===== config.mk =====
export PLATFORM = sky130hd
export DESIGN_NAME = armController
export DESIGN_NICKNAME = d
export VERILOG_FILES = /design/src/rtl/armCtrlPkg.sv /design/src/rtl/armController.sv /design/src/rtl/retireStages.sv /design/src/rtl/executeStage.sv /design/src/rtl/instrDecoder.sv /design/src/rtl/condCheck.sv
export SDC_FILE = /design/constraint.sdc
export NUM_CORES = 1
export LEC_CHECK = 0
export BUFFER_PORTS_ARGS = -buffer_cell sky130_fd_sc_hd__buf_2
export CAP_MARGIN = 20
export CORE_MARGIN = 2
export CORE_UTILIZATION = 30
export DETAILED_ROUTE_END_ITERATION = 8
export GPL_ROUTABILITY_DRIVEN = 1
export GPL_TIMING_DRIVEN = 0
export PLACE_DENSITY_LB_ADDON = 0.3
export RECOVER_POWER = 25
export SLEW_MARGIN = 10
export SYNTH_ARGS = -nofsm -noshare
export SYNTH_HDL_FRONTEND = slang
export SYNTH_SLANG_ARGS = --single-unit

===== constraint.sdc =====
create_clock -name clk -period 2.4 [get_ports clk]
set_input_delay 0.12 -clock clk [delete_from_list [all_inputs] [get_ports clk]]
set_output_delay 0.12 -clock clk [all_outputs]
set_load 0.1 [all_outputs]

===== src/rtl/armCtrlPkg.sv =====
package armCtrlPkg;

  // ========================================
  // Basic types
  // ========================================
  typedef logic [31:0] word_t;      // Data or instruction word
  typedef logic [3:0]  flags_t;     // {N, Z, C, V}
  typedef logic [3:0]  cond_t;      // Condition field in bits 31:28
  typedef logic [3:0]  aluOp_t;     // Same encoding as the DP opcode field
  typedef logic [3:0]  byteMask_t;  // One enable per byte lane

  // Instruction field positions
  localparam int CondMsb  = 31;
  localparam int CondLsb  = 28;
  localparam int ClassMsb = 27;
  localparam int ClassLsb = 26;
  localparam int IBit     = 25;     // Immediate (DP) or register offset (LDR/STR)
  localparam int OpMsb    = 24;
  localparam int OpLsb    = 21;
  localparam int UBit     = 23;     // Offset added when set
  localparam int BBit     = 22;     // Byte transfer
  localparam int SBit     = 20;     // Set flags in DP only
  localparam int LBit     = 20;     // Load in LDR/STR only
  localparam int RdMsb    = 15;
  localparam int RdLsb    = 12;

  localparam logic [3:0] REG_PC = 4'd15;

  // Instruction classes from bits 27:26
  localparam logic [1:0] CLASS_DP  = 2'b00;
  localparam logic [1:0] CLASS_MEM = 2'b01;
  localparam logic [1:0] CLASS_BR  = 2'b10;

  // ========================================
  // ALU opcodes
  // ========================================
  localparam aluOp_t ALU_ADD = 4'b0100;
  localparam aluOp_t ALU_SUB = 4'b0010;
  localparam aluOp_t ALU_TST = 4'b1000;
  localparam aluOp_t ALU_TEQ = 4'b1001;
  localparam aluOp_t ALU_CMP = 4'b1010;
  localparam aluOp_t ALU_CMN = 4'b1011;

  // Compares only touch the flags
  function automatic logic isCompare(aluOp_t op);
    return (op == ALU_TST) || (op == ALU_TEQ) || (op == ALU_CMP) || (op == ALU_CMN);
  endfunction

  // ========================================
  // Stage control bundles
  // ========================================
  typedef struct packed {
    logic   valid;
    logic   aluSrc;       // 1 selects immediate or offset operand
    aluOp_t aluControl;
    logic   flagWrite;
    logic   regWrite;
    logic   memWrite;
    logic   memtoReg;
    logic   branch;
    logic   pcWrite;      // Write to R15 or branch
    logic   byteAccess;
  } decodeCtrl_t;

  typedef struct packed {
    logic      valid;
    logic      regWrite;
    logic      memWrite;
    logic      memtoReg;
    logic      pcSrc;
    byteMask_t byteMask;
    logic      setFlags;
    flags_t    flagsNext;
  } memCtrl_t;

  typedef struct packed {
    logic   valid;
    logic   regWrite;
    logic   memtoReg;
    logic   pcSrc;
    logic   setFlags;
    flags_t flagsNext;
  } wbCtrl_t;

endpackage

===== src/rtl/armController.sv =====
`timescale 1ns/1ns

module armController import armCtrlPkg::*; (
  input  logic      clk,
  input  logic      rst,
  input  logic      instrValid,
  input  word_t     instrD,
  input  flags_t    aluFlagsE,
  input  word_t     aluResultE,
  output aluOp_t    aluControlE,
  output logic      aluSrcE,
  output logic      branchTakenE,
  output logic      memWriteM,
  output byteMask_t byteMaskM,
  output logic      regWriteW,
  output logic      memtoRegW,
  output logic      pcSrcW,
  output flags_t    flags
);

  decodeCtrl_t ctrlD;
  cond_t       condD;
  memCtrl_t    ctrlE, ctrlM;
  wbCtrl_t     ctrlW;

  assign condD = instrD[CondMsb:CondLsb];   // Travels beside the decoded controls

  instrDecoder i_instrDecoder (
    .instrValid (instrValid),
    .instr      (instrD),
    .ctrl       (ctrlD)
  );

  executeStage i_executeStage (
    .clk          (clk),
    .rst          (rst),
    .ctrlD        (ctrlD),
    .condD        (condD),
    .aluFlagsE    (aluFlagsE),
    .aluResultE   (aluResultE),
    .fwdM         (ctrlM),      // Forwarding sources are the stage registers
    .fwdW         (ctrlW),
    .flagsArch    (flags),
    .aluControlE  (aluControlE),
    .aluSrcE      (aluSrcE),
    .branchTakenE (branchTakenE),
    .ctrlE        (ctrlE)
  );

  retireStages i_retireStages (
    .clk   (clk),
    .rst   (rst),
    .ctrlE (ctrlE),
    .ctrlM (ctrlM),
    .ctrlW (ctrlW),
    .flags (flags)
  );

  // Struct fields out to the datapath
  assign memWriteM = ctrlM.memWrite;
  assign byteMaskM = ctrlM.byteMask;
  assign regWriteW = ctrlW.regWrite;
  assign memtoRegW = ctrlW.memtoReg;
  assign pcSrcW    = ctrlW.pcSrc;

endmodule


===== src/rtl/retireStages.sv =====
`timescale 1ns/1ns

module retireStages import armCtrlPkg::*; (
  input  logic     clk,
  input  logic     rst,
  input  memCtrl_t ctrlE,
  output memCtrl_t ctrlM,
  output wbCtrl_t  ctrlW,
  output flags_t   flags
);

  wbCtrl_t wbNext;          // M fields that continue to W

  // ========================================
  // Memory stage
  // ========================================
  always_ff @(posedge clk) begin
    if (rst) begin
      ctrlM <= '0;
    end else begin
      ctrlM <= ctrlE;
    end
  end

  // Lane mask and memWrite end here
  always_comb begin
    wbNext.valid     = ctrlM.valid;
    wbNext.regWrite  = ctrlM.regWrite;
    wbNext.memtoReg  = ctrlM.memtoReg;
    wbNext.pcSrc     = ctrlM.pcSrc;
    wbNext.setFlags  = ctrlM.setFlags;
    wbNext.flagsNext = ctrlM.flagsNext;
  end

  // ========================================
  // Writeback stage
  // ========================================
  always_ff @(posedge clk) begin
    if (rst) begin
      ctrlW <= '0;
    end else begin
      ctrlW <= wbNext;
    end
  end

  // Architectural NZCV written as the W entry retires
  always_ff @(posedge clk) begin
    if (rst) begin
      flags <= '0;
    end else if (ctrlW.valid && ctrlW.setFlags) begin
      flags <= ctrlW.flagsNext;
    end
  end

endmodule


===== src/rtl/executeStage.sv =====
`timescale 1ns/1ns

module executeStage import armCtrlPkg::*; (
  input  logic        clk,
  input  logic        rst,
  input  decodeCtrl_t ctrlD,
  input  cond_t       condD,
  input  flags_t      aluFlagsE,
  input  word_t       aluResultE,
  input  memCtrl_t    fwdM,
  input  wbCtrl_t     fwdW,
  input  flags_t      flagsArch,
  output aluOp_t      aluControlE,
  output logic        aluSrcE,
  output logic        branchTakenE,
  output memCtrl_t    ctrlE
);

  decodeCtrl_t ctrlReg;     // Decoded controls held in E
  cond_t       condE;
  flags_t      flagsE;      // Flags seen by the condition check
  logic        condPass;
  logic        condExE;
  logic        cmpKill;
  logic        accessE;
  byteMask_t   byteMaskE;

  // ========================================
  // D to E register
  // ========================================
  always_ff @(posedge clk) begin
    if (rst) begin
      ctrlReg <= '0;
    end else begin
      ctrlReg <= ctrlD;
    end
  end

  always_ff @(posedge clk) begin
    condE <= condD;         // Condition field of the E entry
  end

  // Youngest flag writer in flight wins
  always_comb begin
    if (fwdM.setFlags) begin
      flagsE = fwdM.flagsNext;
    end else if (fwdW.setFlags) begin
      flagsE = fwdW.flagsNext;
    end else begin
      flagsE = flagsArch;
    end
  end

  condCheck i_condCheck (
    .cond  (condE),
    .flags (flagsE),
    .pass  (condPass)
  );

  assign condExE = ctrlReg.valid && condPass;
  assign cmpKill = isCompare(ctrlReg.aluControl);   // Compares never write Rd

  // ========================================
  // Byte lanes
  // ========================================
  assign accessE = (ctrlReg.memWrite || ctrlReg.memtoReg) && condExE;

  always_comb begin
    if (!accessE) begin
      byteMaskE = '0;                               // No access or failed condition
    end else if (ctrlReg.byteAccess) begin
      byteMaskE = byteMask_t'(4'b0001 << aluResultE[1:0]);  // Lane from address LSBs
    end else begin
      byteMaskE = '1;                               // Full word
    end
  end

  // E outputs to the datapath
  assign aluControlE  = ctrlReg.aluControl;
  assign aluSrcE      = ctrlReg.aluSrc;
  assign branchTakenE = ctrlReg.branch && condExE;

  // Memory-stage bundle with writes gated by the condition
  always_comb begin
    ctrlE           = '0;
    ctrlE.valid     = ctrlReg.valid;
    ctrlE.regWrite  = ctrlReg.regWrite && condExE && !cmpKill;
    ctrlE.memWrite  = ctrlReg.memWrite && condExE;
    ctrlE.memtoReg  = ctrlReg.memtoReg;
    ctrlE.pcSrc     = ctrlReg.pcWrite && condExE;
    ctrlE.byteMask  = byteMaskE;
    ctrlE.setFlags  = ctrlReg.flagWrite && condExE;
    ctrlE.flagsNext = aluFlagsE;
  end

endmodule


===== src/rtl/instrDecoder.sv =====
`timescale 1ns/1ns

module instrDecoder import armCtrlPkg::*; (
  input  logic        instrValid,
  input  word_t       instr,
  output decodeCtrl_t ctrl
);

  logic [1:0] instrClass;
  aluOp_t     opcode;
  logic       rdIsPc;

  // Main decoder outputs
  logic       validD, aluSrcD, regWriteD, memWriteD;
  logic       memtoRegD, branchD, byteAccessD;

  // ALU decoder outputs
  aluOp_t     aluControlD;
  logic       flagWriteD;

  assign instrClass = instr[ClassMsb:ClassLsb];
  assign opcode     = instr[OpMsb:OpLsb];
  assign rdIsPc     = (instr[RdMsb:RdLsb] == REG_PC);

  // ========================================
  // Main decoder
  // ========================================
  always_comb begin
    validD      = 1'b0;   // Bubble unless a class matches
    aluSrcD     = 1'b0;
    regWriteD   = 1'b0;
    memWriteD   = 1'b0;
    memtoRegD   = 1'b0;
    branchD     = 1'b0;
    byteAccessD = 1'b0;
    if (instrValid) begin
      case (instrClass)
        CLASS_DP: begin
          validD    = 1'b1;
          aluSrcD   = instr[IBit];          // Immediate operand 2
          regWriteD = !isCompare(opcode);   // TST/TEQ/CMP/CMN write flags only
        end
        CLASS_MEM: begin
          validD      = 1'b1;
          aluSrcD     = !instr[IBit];       // I = 0 means 12-bit immediate offset
          regWriteD   = instr[LBit];
          memtoRegD   = instr[LBit];        // LDR
          memWriteD   = !instr[LBit];       // STR
          byteAccessD = instr[BBit];
        end
        CLASS_BR: begin
          validD  = 1'b1;
          aluSrcD = 1'b1;                   // PC plus offset
          branchD = 1'b1;
        end
        default: ;                          // Class 11 decodes as a bubble
      endcase
    end
  end

  // ========================================
  // ALU decoder
  // ========================================
  always_comb begin
    aluControlD = ALU_ADD;                  // Address add for B and bubbles
    flagWriteD  = 1'b0;
    if (instrClass == CLASS_DP) begin
      aluControlD = opcode;
      flagWriteD  = instr[SBit] && instrValid;
    end else if (instrClass == CLASS_MEM) begin
      aluControlD = instr[UBit] ? ALU_ADD : ALU_SUB;  // Up/down offset
    end
  end

  // Pack the Decode-stage bundle
  always_comb begin
    ctrl            = '0;
    ctrl.valid      = validD;
    ctrl.aluSrc     = aluSrcD;
    ctrl.aluControl = aluControlD;
    ctrl.flagWrite  = flagWriteD;
    ctrl.regWrite   = regWriteD;
    ctrl.memWrite   = memWriteD;
    ctrl.memtoReg   = memtoRegD;
    ctrl.branch     = branchD;
    ctrl.pcWrite    = (regWriteD && rdIsPc) || branchD;  // R15 destination or branch
    ctrl.byteAccess = byteAccessD;
  end

endmodule


===== src/rtl/condCheck.sv =====
`timescale 1ns/1ns

module condCheck import armCtrlPkg::*; (
  input  cond_t  cond,
  input  flags_t flags,
  output logic   pass
);

  logic n, z, c, v;

  assign {n, z, c, v} = flags;

  // ========================================
  // Condition table
  // ========================================
  always_comb begin
    case (cond)
      4'b0000: pass = z;                    // EQ
      4'b0001: pass = !z;                   // NE
      4'b0010: pass = c;                    // CS/HS
      4'b0011: pass = !c;                   // CC/LO
      4'b0100: pass = n;                    // MI
      4'b0101: pass = !n;                   // PL
      4'b0110: pass = v;                    // VS
      4'b0111: pass = !v;                   // VC
      4'b1000: pass = c && !z;              // HI
      4'b1001: pass = !c || z;              // LS
      4'b1010: pass = (n == v);             // GE
      4'b1011: pass = (n != v);             // LT
      4'b1100: pass = !z && (n == v);       // GT
      4'b1101: pass = z || (n != v);        // LE
      4'b1110: pass = 1'b1;                 // AL
      default: pass = 1'b0;                 // NV never executes
    endcase
  end

endmodule


==> impl_metrics.py, run 1 <==
metrics = {
    "outcome": {
        "status": "complete, but fails checks",
        "failed_checks": "negative setup slack",
    },
    "drt": {
        "via_per_inst": 4.36,
        "routed_wl_um": 3340,
        "vias": 1322,
        "met1_length_um": 1550,
        "met2_length_um": 1530,
        "top_layer": "met4",
        "ant_nets": 0,
        "drc": 0,
        "dr.pass1.iters": 4,
        "wl_met3_um": 223,
        "drtIter0Drc": 35,
        "drt-wirelength-per-cell_um": 11.0,
    },
    "logic_synthesis": {
        "syn_area_per_cell_um2": 9.85,
        "netlist_instances": 176,
        "yosysTopAreaCell": "dfxtp_1",
        "synth_flop_cell": "dfxtp_1",
        "ys_top_cells_by_area": "dfxtp_1, nor2b_1, a21oi_1, buf_4, mux2i_1",
        "yosysWarnings": 0,
        "syn-num-nets": 247,
        "netlist_area_um2": 1730,
        "synth_cell_types": 36,
        "synth_edf_count": 0,
        "async_flop_share": 0,
        "synth-seq-area-share": 0.508,
        "synth_most_common_cell": "dfxtp_1",
        "yosys.area.top_type_share": 0.508,
        "synth_commonest_cells": "dfxtp_1, a21oi_1, nor2b_1",
        "ys_ff_latch": 44,
    },
    "place": {
        "dp_slack_ps": -106,
        "io_buffers": 40,
        "placed_cells": 288,
        "place_congestion": 0.753,
        "dpl.hpwl_um": 2400,
    },
    "die": {
        "die_w_um": 80.0,
        "dieArea_um2": 6400,
        "die-height_um": 80.0,
        "core_area_um2": 5540,
        "rows": 27,
        "io_pins": 89,
        "initial_utilization": 0.313,
    },
    "worst_setup_path": {
        "cp-end-kind": "output port",
        "crit_chain": "buf_6 -> mux2_4 -> mux4_2 -> xnor2_2 -> nor3_2 -> a311oi_4 -> a21oi_4 -> buf_12",
        "reg2reg_slack_ps": 240,
        "critPathRequiredTime_ps": 2280,
        "path_max_fanout": 5,
        "crit_start": "i_retireStages.ctrlW[4]",
        "crit_family": "multiplexers",
        "crit-reg2reg-launch": "i_retireStages.ctrlW[4]",
        "critPathBufInv": 2,
        "critPathSlowestCell": "mux4_2",
        "crit_type": "flip-flop to output port",
        "start_kind": "flip-flop",
        "arrival_ps": 2330,
        "slowest_delay_ps": 490,
    },
    "global_routing": {
        "grt_pass1_wl_um": 5690,
        "grt_max_degree": 14,
        "grt_usage": 0.118,
        "grt_overflow": 0,
        "antenna_found_initial": 0,
        "grt_pass1_vias": 1291,
    },
    "timing": {
        "fmax_mhz": 408,
        "worst_pin_slew_ps": 692,
        "setup_viol": 1,
        "finClkSkew_ps": 10.4,
        "setup_slack_ps": -50.7,
        "max-slew-margin-rel": 0.533,
        "fin_crit_ps": 2450,
        "final-hold-violation-count": 0,
        "fin_crit_sh": 1.02,
        "rsz0062_at_grt": "true",
        "drv_slew": 0,
    },
    "hold_path": {
        "min_from": "aluFlagsE[1]",
        "hold_path_class": "input pin to flip-flop",
    },
    "finish": {
        "fin_nets": 301,
        "fin_util": 0.411,
        "antenna_cells": 0,
        "layout.cells.non_filler": 303,
        "drive_above_1_share": 0.346,
        "area_growth_pct": 31.2,
    },
    "clock_network": {
        "h-tree-depth": 2,
        "clockBufferDepth": 2,
        "cts.sinks": 44,
        "numCtsBuffers": 5,
        "worstSkewPairLatency_ps": 300,
        "cts-root-buf": "clkbuf_8",
        "cts_tree": "built",
        "path_clk_slew_ps": 80,
    },
    "power_and_ir_drop": {
        "peakVddDrop_v": 0.000233,
        "p_per_area_nw_per_um2": 610,
        "leakage_nw": 0.961,
    },
    "run": {
        "cap_violations": 0,
    },
}
-- per-layer routing --
metal  track usage  vias up
li1              -      691
met5             0        -
met2         0.182       36
met1         0.140      591
met3        0.0520        4
met4        0.0542        0
-- area by class of cell --
type,count,area [um^2]
flip-flops and latches,44,897
well taps,72,90.1
clock buffers,8,100
repair buffers,48,282
plain buffers,16,106
fillers,573,3270
inverters,6,22.5
multi-input cells,109,777
-- through the flow --
stage | hold slack, ps | total power [W] | setup TNS, ps | area, um^2
detailed placement | 227 | 0.000899 | -106 | 2050
floorplan | 148 | 0.000861 | 0 | 1760
global route | 9.05 | 0.00146 | -160 | 2270
finish | 24.1 | 0.00139 | -50.7 | 2270
global placement | 226 | 0.000898 | -99.9 | 2050
CTS | 9.28 | 0.00141 | -155 | 2270
-- placed cells by master, fill, tap and decap left out, types with 2 or more instances in the layout --
master / n
buf_2: 39
dfxtp_1: 39
a21oi_1: 16
nor2b_1: 15
nand2_1: 12
buf_4: 11
nor2_1: 10
nand3_1: 8
clkbuf_1: 7
clkbuf_8: 7
inv_1: 6
mux2_4: 5
mux2i_1: 5
nand2b_1: 4
o21ai_0: 4
dlygate4sd3_1: 4
dfxtp_4: 4
nor3_1: 3
nand3b_1: 3
buf_6: 2
mux2i_4: 2
and3_1: 2
and2_0: 2
-- cell families after synthesis --
family,share of synthesized area
AOI/OAI and AO/OA,0.103
DFF,0.508
buffers and inverters,0.0765
and+or+nand+nor,0.203
xor gates and xnor gates,0.0152
muxes,0.0945
-- sequential cells by signal, indices dropped and copies added (netlist names) --
register	count
i_executeStage.aluControlE	4
i_executeStage.aluSrcE	1
i_executeStage.condE	4
i_executeStage.ctrlE	2
i_executeStage.ctrlReg	6
i_retireStages.ctrlM	14
i_retireStages.ctrlW	9
i_retireStages.flags	4
-- what timing repair did --
| item | CTS | global route |
|---|---|---|
| setup endpoints to repair | 1 | 1 |
| pin swaps | 4 | 3 |
| setup buffers | 2 | 1 |
| resized for setup | 12 | 1 |
| endpoints found under the hold margin | 4 | 0 |
| gates cloned | 1 | 0 |
| hold buffers | 4 | 0 |
-- power breakdown --
part           switching, W  leakage (nW)  total, W  internal [W]
logic             0.0000822         0.547  0.000136     0.0000535
clock network      0.000232        0.0515  0.000495      0.000263
registers         0.0000133         0.363  0.000757      0.000744
-- worst reg2reg max path: cells and delay by family (launching register included) --
kind / cells / cell delay, ps
mux: 2 / 800
buf+inv: 2 / 340
xor+xnor: 1 / 160
compound gates: 2 / 350
flops: 1 / 340
simple gates: 1 / 70
-- worst paths after layout --
kind | to | cells past startpoint
max | branchTakenE | 8
min | i_retireStages.ctrlM[1] | 2
max reg2reg | i_retireStages.ctrlM[7] | 8
min reg2reg | i_retireStages.ctrlW[8] | 1
No activity file was read; power rests on OpenSTA's default activity.
==> run 2: changes to the inputs <==
CELL_PAD_IN_SITES_DETAIL_PLACEMENT = 1   (was not set)
CELL_PAD_IN_SITES_GLOBAL_PLACEMENT = 1   (was not set)
SKIP_CTS_REPAIR_TIMING = 1   (was not set)
==> run 2 against run 1 <==
The flow still finishes with violations (negative setup slack); clock power fell by 12%; register-to-register slack got worse by 40 ps; sequential power barely moved; final area fell by 0.60%; total power fell by 4.2%; die area did not move; global-route usage fell by 0.53 points; critical path depth did not move; clock-buffer cell count fell by 1; via count rose by 0.91%; critical endpoint unchanged.
==> impl_metrics.py, run 2 (synthesized netlist as in run 1, its figures left out) <==
metrics = {
    "power_and_ir_drop": {
        "leakage_nw": 0.957,
        "p_per_area_nw_per_um2": 588,
        "peakVddDrop_v": 0.000235,
    },
    "global_routing": {
        "grt_pass1_vias": 1242,
        "antenna_found_initial": 0,
        "grt_max_degree": 14,
        "grt_usage": 0.113,
        "grt_overflow": 0,
        "grt_pass1_wl_um": 5490,
    },
    "place": {
        "io_buffers": 40,
        "dp_slack_ps": -149,
        "dpl.hpwl_um": 2550,
        "place_congestion": 0.706,
        "placed_cells": 288,
        "placed_cell_area_um2": 2050,
    },
    "timing": {
        "rsz0062_at_grt": "true",
        "final-hold-violation-count": 0,
        "fmax_mhz": 391,
        "worst_pin_slew_ps": 701,
        "fin_crit_ps": 2560,
        "finClkSkew_ps": 10.3,
        "setup_slack_ps": -159,
        "fin_crit_sh": 1.07,
        "setup_viol": 1,
        "max-slew-margin-rel": 0.526,
        "drv_slew": 0,
    },
    "die": {
        "io_pins": 89,
        "rows": 27,
        "dieArea_um2": 6400,
        "initial_utilization": 0.313,
        "core_area_um2": 5540,
        "die-height_um": 80.0,
        "die_w_um": 80.0,
    },
    "worst_setup_path": {
        "start_kind": "flip-flop",
        "slowest_delay_ps": 390,
        "critPathSlowestCell": "mux2_4",
        "crit_chain": "buf_6 -> mux2_4 -> mux2i_4 -> xor2_2 -> o21ai_0 -> mux2_4 -> a21oi_4 -> buf_12",
        "cp-end-kind": "output port",
        "crit_type": "flip-flop to output port",
        "arrival_ps": 2440,
        "path_max_fanout": 9,
        "critPathRequiredTime_ps": 2280,
        "cp_common_cell": "mux2_4",
    },
    "drt": {
        "via_per_inst": 4.40,
        "dr.pass1.iters": 4,
        "routed_wl_um": 3530,
        "drtIter0Drc": 21,
        "met1_length_um": 1630,
        "wl_met3_um": 178,
        "top_layer": "met4",
        "drc": 0,
        "ant_nets": 0,
        "vias": 1334,
        "drt-wirelength-per-cell_um": 11.6,
        "met2_length_um": 1650,
    },
    "clock_network": {
        "numCtsBuffers": 5,
        "cts.sinks": 44,
        "worstSkewPairLatency_ps": 290,
        "cts_tree": "built",
        "clockBufferDepth": 2,
        "path_clk_slew_ps": 80,
        "h-tree-depth": 2,
        "cts-root-buf": "clkbuf_8",
    },
    "finish": {
        "largest_register_ffs": 14,
        "multiInputGateArea_um2": 781,
        "fillers": 651,
        "mostFrequentLayoutCells": "buf_2, dfxtp_1, a21oi_1, nor2b_1, nand2_1",
        "regMostFlops": "i_retireStages.ctrlM",
        "final_area_um2": 2260,
        "layout.cells.non_filler": 303,
        "fin_nets": 301,
        "area_growth_pct": 30.4,
        "antenna_cells": 0,
        "fin_util": 0.408,
        "seq_area_um2": 897,
        "drive_above_1_share": 0.351,
        "final_common_cell": "buf_2",
        "top_regs": "i_retireStages.ctrlM x14, i_retireStages.ctrlW x9, i_executeStage.ctrlReg x6",
    },
    "outcome": {
        "failed_checks": "negative setup slack",
        "status": "complete, but fails checks",
    },
    "hold_path": {
        "hold_path_class": "input pin to flip-flop",
    },
    "run": {
        "cap_violations": 0,
    },
}
[run 2: cell types whose count changed in the layout (fill, tap and decap cells not counted)]
cell | previous run | this run
clkbuf_8 | 7 | 5
mux2i_1 | 5 | 4
o21ai_0 | 4 | 5
clkinv_2 | 0 | 1
o21ai_1 | 1 | 0
buf_2 | 39 | 40
mux2i_2 | 0 | 1
[run 2: power by group]
group / total, W / internal, W / switching, W
Sequential: 0.000757 / 0.000744 / 0.0000135
Combinational: 0.000137 / 0.0000542 / 0.0000824
Clock: 0.000435 / 0.000204 / 0.000231
Total: 0.00133 / 0.00100 / 0.000327
[run 2: area by class of cell]
cell class / count / area share
clock buffer: 7 / 0.0338
sequential: 44 / 0.397
buffer: 16 / 0.0470
inverter: 6 / 0.00996
timing repair buffer: 48 / 0.125
multi-input combinational: 109 / 0.345
clock inverter: 1 / 0.00221
tap: 72 / 0.0398
[run 2: path summary, 6_finish.rpt]
kind | startpoint | end | slack (ps) | depth (start not counted)
max reg2reg | i_retireStages.ctrlW[4] | i_retireStages.ctrlM[8] | 200 | 8
min reg2reg | i_executeStage.ctrlE[13] | i_retireStages.ctrlM[13] | 430 | 2
min | instrD[20] | i_executeStage.ctrlReg[4] | 30 | 2
max | i_retireStages.ctrlW[4] | branchTakenE | -160 | 8
[run 2: metal layers]
metal | global-route usage | vias to the layer above
met5 | 0 | -
met4 | 0.0610 | 0
met3 | 0.0339 | 8
met2 | 0.180 | 31
met1 | 0.134 | 598
li1 | - | 697
[run 2: through the flow]
step	hold slack (ps)	total power [W]	TNS (ps)
floorplan	148	0.000861	0
global placement	226	0.000898	-111
detailed placement	224	0.000900	-149
CTS	-79.9	0.00134	-497
global route	13.4	0.00140	-256
finish	28.1	0.00133	-159
[run 2: worst max-delay path: cells and delay by family, from the launching register on]
kind / cells / cell delay [ps]
flip-flops: 1 / 340
AO/OA/AOI/OAI: 2 / 450
XOR/XNOR: 1 / 110
buffers and inverters: 2 / 310
multiplexers: 3 / 930
==> run 3: changes to the inputs <==
CORE_MARGIN = 4   (was 2)
==> run 3 against run 2 <==
The flow still finishes with violations (negative setup slack); via count is 0.60% lower; critical path depth stayed put; final cell count is 0.33% lower; final area is 0.44% higher; hold slack worse by 9.3 ps; sequential power hardly changed; critical endpoint unchanged; largest cell class unchanged; largest power group unchanged.
==> impl_metrics.py, run 3 (synthesized netlist as in run 1, its figures left out) <==
metrics = {
    "power_and_ir_drop": {
        "peakVddDrop_v": 0.000246,
        "p_per_area_nw_per_um2": 618,
        "leakage_nw": 0.961,
    },
    "timing": {
        "finClkSkew_ps": 5.08,
        "drv_slew": 0,
        "setup_viol": 1,
        "final-hold-violation-count": 0,
        "max-slew-margin-rel": 0.534,
        "fin_crit_ps": 2590,
        "fin_crit_sh": 1.08,
        "worst_pin_slew_ps": 689,
        "rsz0062_at_grt": "true",
        "setup_slack_ps": -185,
        "tns_ps": -185,
        "fmax_mhz": 387,
    },
    "clock_network": {
        "worstSkewPairLatency_ps": 290,
        "cts-root-buf": "clkbuf_8",
        "path_clk_slew_ps": 80,
        "numCtsBuffers": 5,
        "cts.sinks": 44,
        "h-tree-depth": 2,
        "clockBufferDepth": 2,
        "cts_tree": "built",
    },
    "drt": {
        "ant_nets": 0,
        "routed_wl_um": 3580,
        "drc": 0,
        "vias": 1326,
        "via_per_inst": 4.39,
        "drt-wirelength-per-cell_um": 11.9,
        "dr.pass1.iters": 4,
        "drtIter0Drc": 18,
    },
    "die": {
        "dieArea_um2": 7060,
        "core_area_um2": 5540,
        "die-height_um": 84.0,
        "io_pins": 89,
        "initial_utilization": 0.313,
        "rows": 27,
        "die_w_um": 84.0,
    },
    "finish": {
        "antenna_cells": 0,
        "layout.cells.non_filler": 302,
        "largest_register_ffs": 14,
        "fillers": 667,
        "top_regs": "i_retireStages.ctrlM x14, i_retireStages.ctrlW x9, i_executeStage.ctrlReg x6",
        "mostFrequentLayoutCells": "buf_2, dfxtp_1, a21oi_1, nor2b_1, nand2_1",
        "final_area_um2": 2270,
        "fin_util": 0.410,
        "regMostFlops": "i_retireStages.ctrlM",
        "drive_above_1_share": 0.348,
        "area_growth_pct": 31.0,
        "final_common_cell": "buf_2",
        "fin_nets": 300,
    },
    "place": {
        "placed_cells": 288,
        "placed_cell_area_um2": 2050,
        "dpl.hpwl_um": 2610,
        "place_congestion": 0.698,
        "io_buffers": 40,
    },
    "worst_setup_path": {
        "start_kind": "flip-flop",
        "endpoint": "branchTakenE",
        "reg2reg_to": "i_retireStages.ctrlM[8]",
        "arrival_ps": 2470,
        "critPathSlowestCell": "mux4_2",
        "crit_start": "i_retireStages.ctrlW[4]",
        "r2r_cells": 8,
        "crit-reg2reg-launch": "i_retireStages.ctrlW[4]",
        "crit_chain": "buf_6 -> mux2_4 -> mux4_2 -> xnor2_2 -> nor3_2 -> a311oi_4 -> a21oi_4 -> buf_12",
        "reg2reg_slack_ps": 160,
        "path_max_fanout": 5,
        "crit_type": "flip-flop to output port",
        "slowest_delay_ps": 500,
        "critPathRequiredTime_ps": 2280,
        "cp-end-kind": "output port",
    },
    "hold_path": {
        "min_delay_path_depth": 2,
        "hold_path_class": "input pin to flip-flop",
    },
    "outcome": {
        "failed_checks": "negative setup slack",
        "status": "complete, but fails checks",
    },
    "global_routing": {
        "grt_usage": 0.103,
        "grt_max_degree": 14,
        "grt_pass1_vias": 1337,
        "antenna_found_initial": 0,
        "grt_pass1_wl_um": 5890,
        "grt_overflow": 0,
    },
    "run": {
        "cap_violations": 0,
    },
}
-- run 3: cell count changes in the layout (fill, tap and decap cells not counted) --
cell,before,now
buf_4,11,10
clkbuf_1,7,6
clkbuf_16,0,1
mux2i_1,4,5
mux2i_2,1,0
-- run 3: routing by layer --
metal / wire [um] / vias to the layer above / global-route usage
met1: 1610 / 595 / 0.122
met4: 54 / 0 / 0.0351
met5: 0 / - / 0
met3: 212 / 6 / 0.0424
li1: - / 692 / -
met2: 1700 / 33 / 0.168
-- run 3: worst min path at each step --
stage / from / slack, ps / endpoint
floorplan: instrD[28] / 150 / i_executeStage.condE[0]
global placement: instrD[29] / 230 / i_executeStage.condE[1]
detailed placement: instrD[29] / 220 / i_executeStage.condE[1]
CTS: instrD[29] / -90 / i_executeStage.condE[1]
global route: instrD[20] / 20 / i_executeStage.ctrlReg[4]
finish: instrD[20] / 20 / i_executeStage.ctrlReg[4]
-- run 3: area by class of cell --
class	instances	area, um^2	share of cell area
timing repair buffer	47	275	0.121
multi-input combinational	109	777	0.342
buffer	16	106	0.0468
inverter	6	22.5	0.00992
tap	72	90.1	0.0397
clock inverter	1	5.00	0.00220
sequential	44	897	0.395
clock buffer	7	97.6	0.0430
-- run 3: power breakdown --
group | total [W] | switching, W | internal (W)
combinational | 0.000137 | 0.0000828 | 0.0000539
clock | 0.000511 | 0.000244 | 0.000267
sequential | 0.000756 | 0.0000129 | 0.000744
total | 0.00140 | 0.000339 | 0.00106
-- run 3: metrics by stage --
step	setup WS, ps	total power (W)	hold WS (ps)
after global placement	-112	0.000898	225
final	-185	0.00140	18.8
after floorplan	5.31	0.000861	148
after CTS	-471	0.00141	-85.2
after global routing	-281	0.00148	22.5
after detailed placement	-134	0.000900	224
-- run 3: worst max-delay path: cells and delay by family (launching register included) --
family | cells | cell delay, ps
buf+inv | 2 | 300
mux | 2 | 800
compound gates | 2 | 460
flops | 1 | 330
simple gates | 1 | 70
xor+xnor | 1 | 190
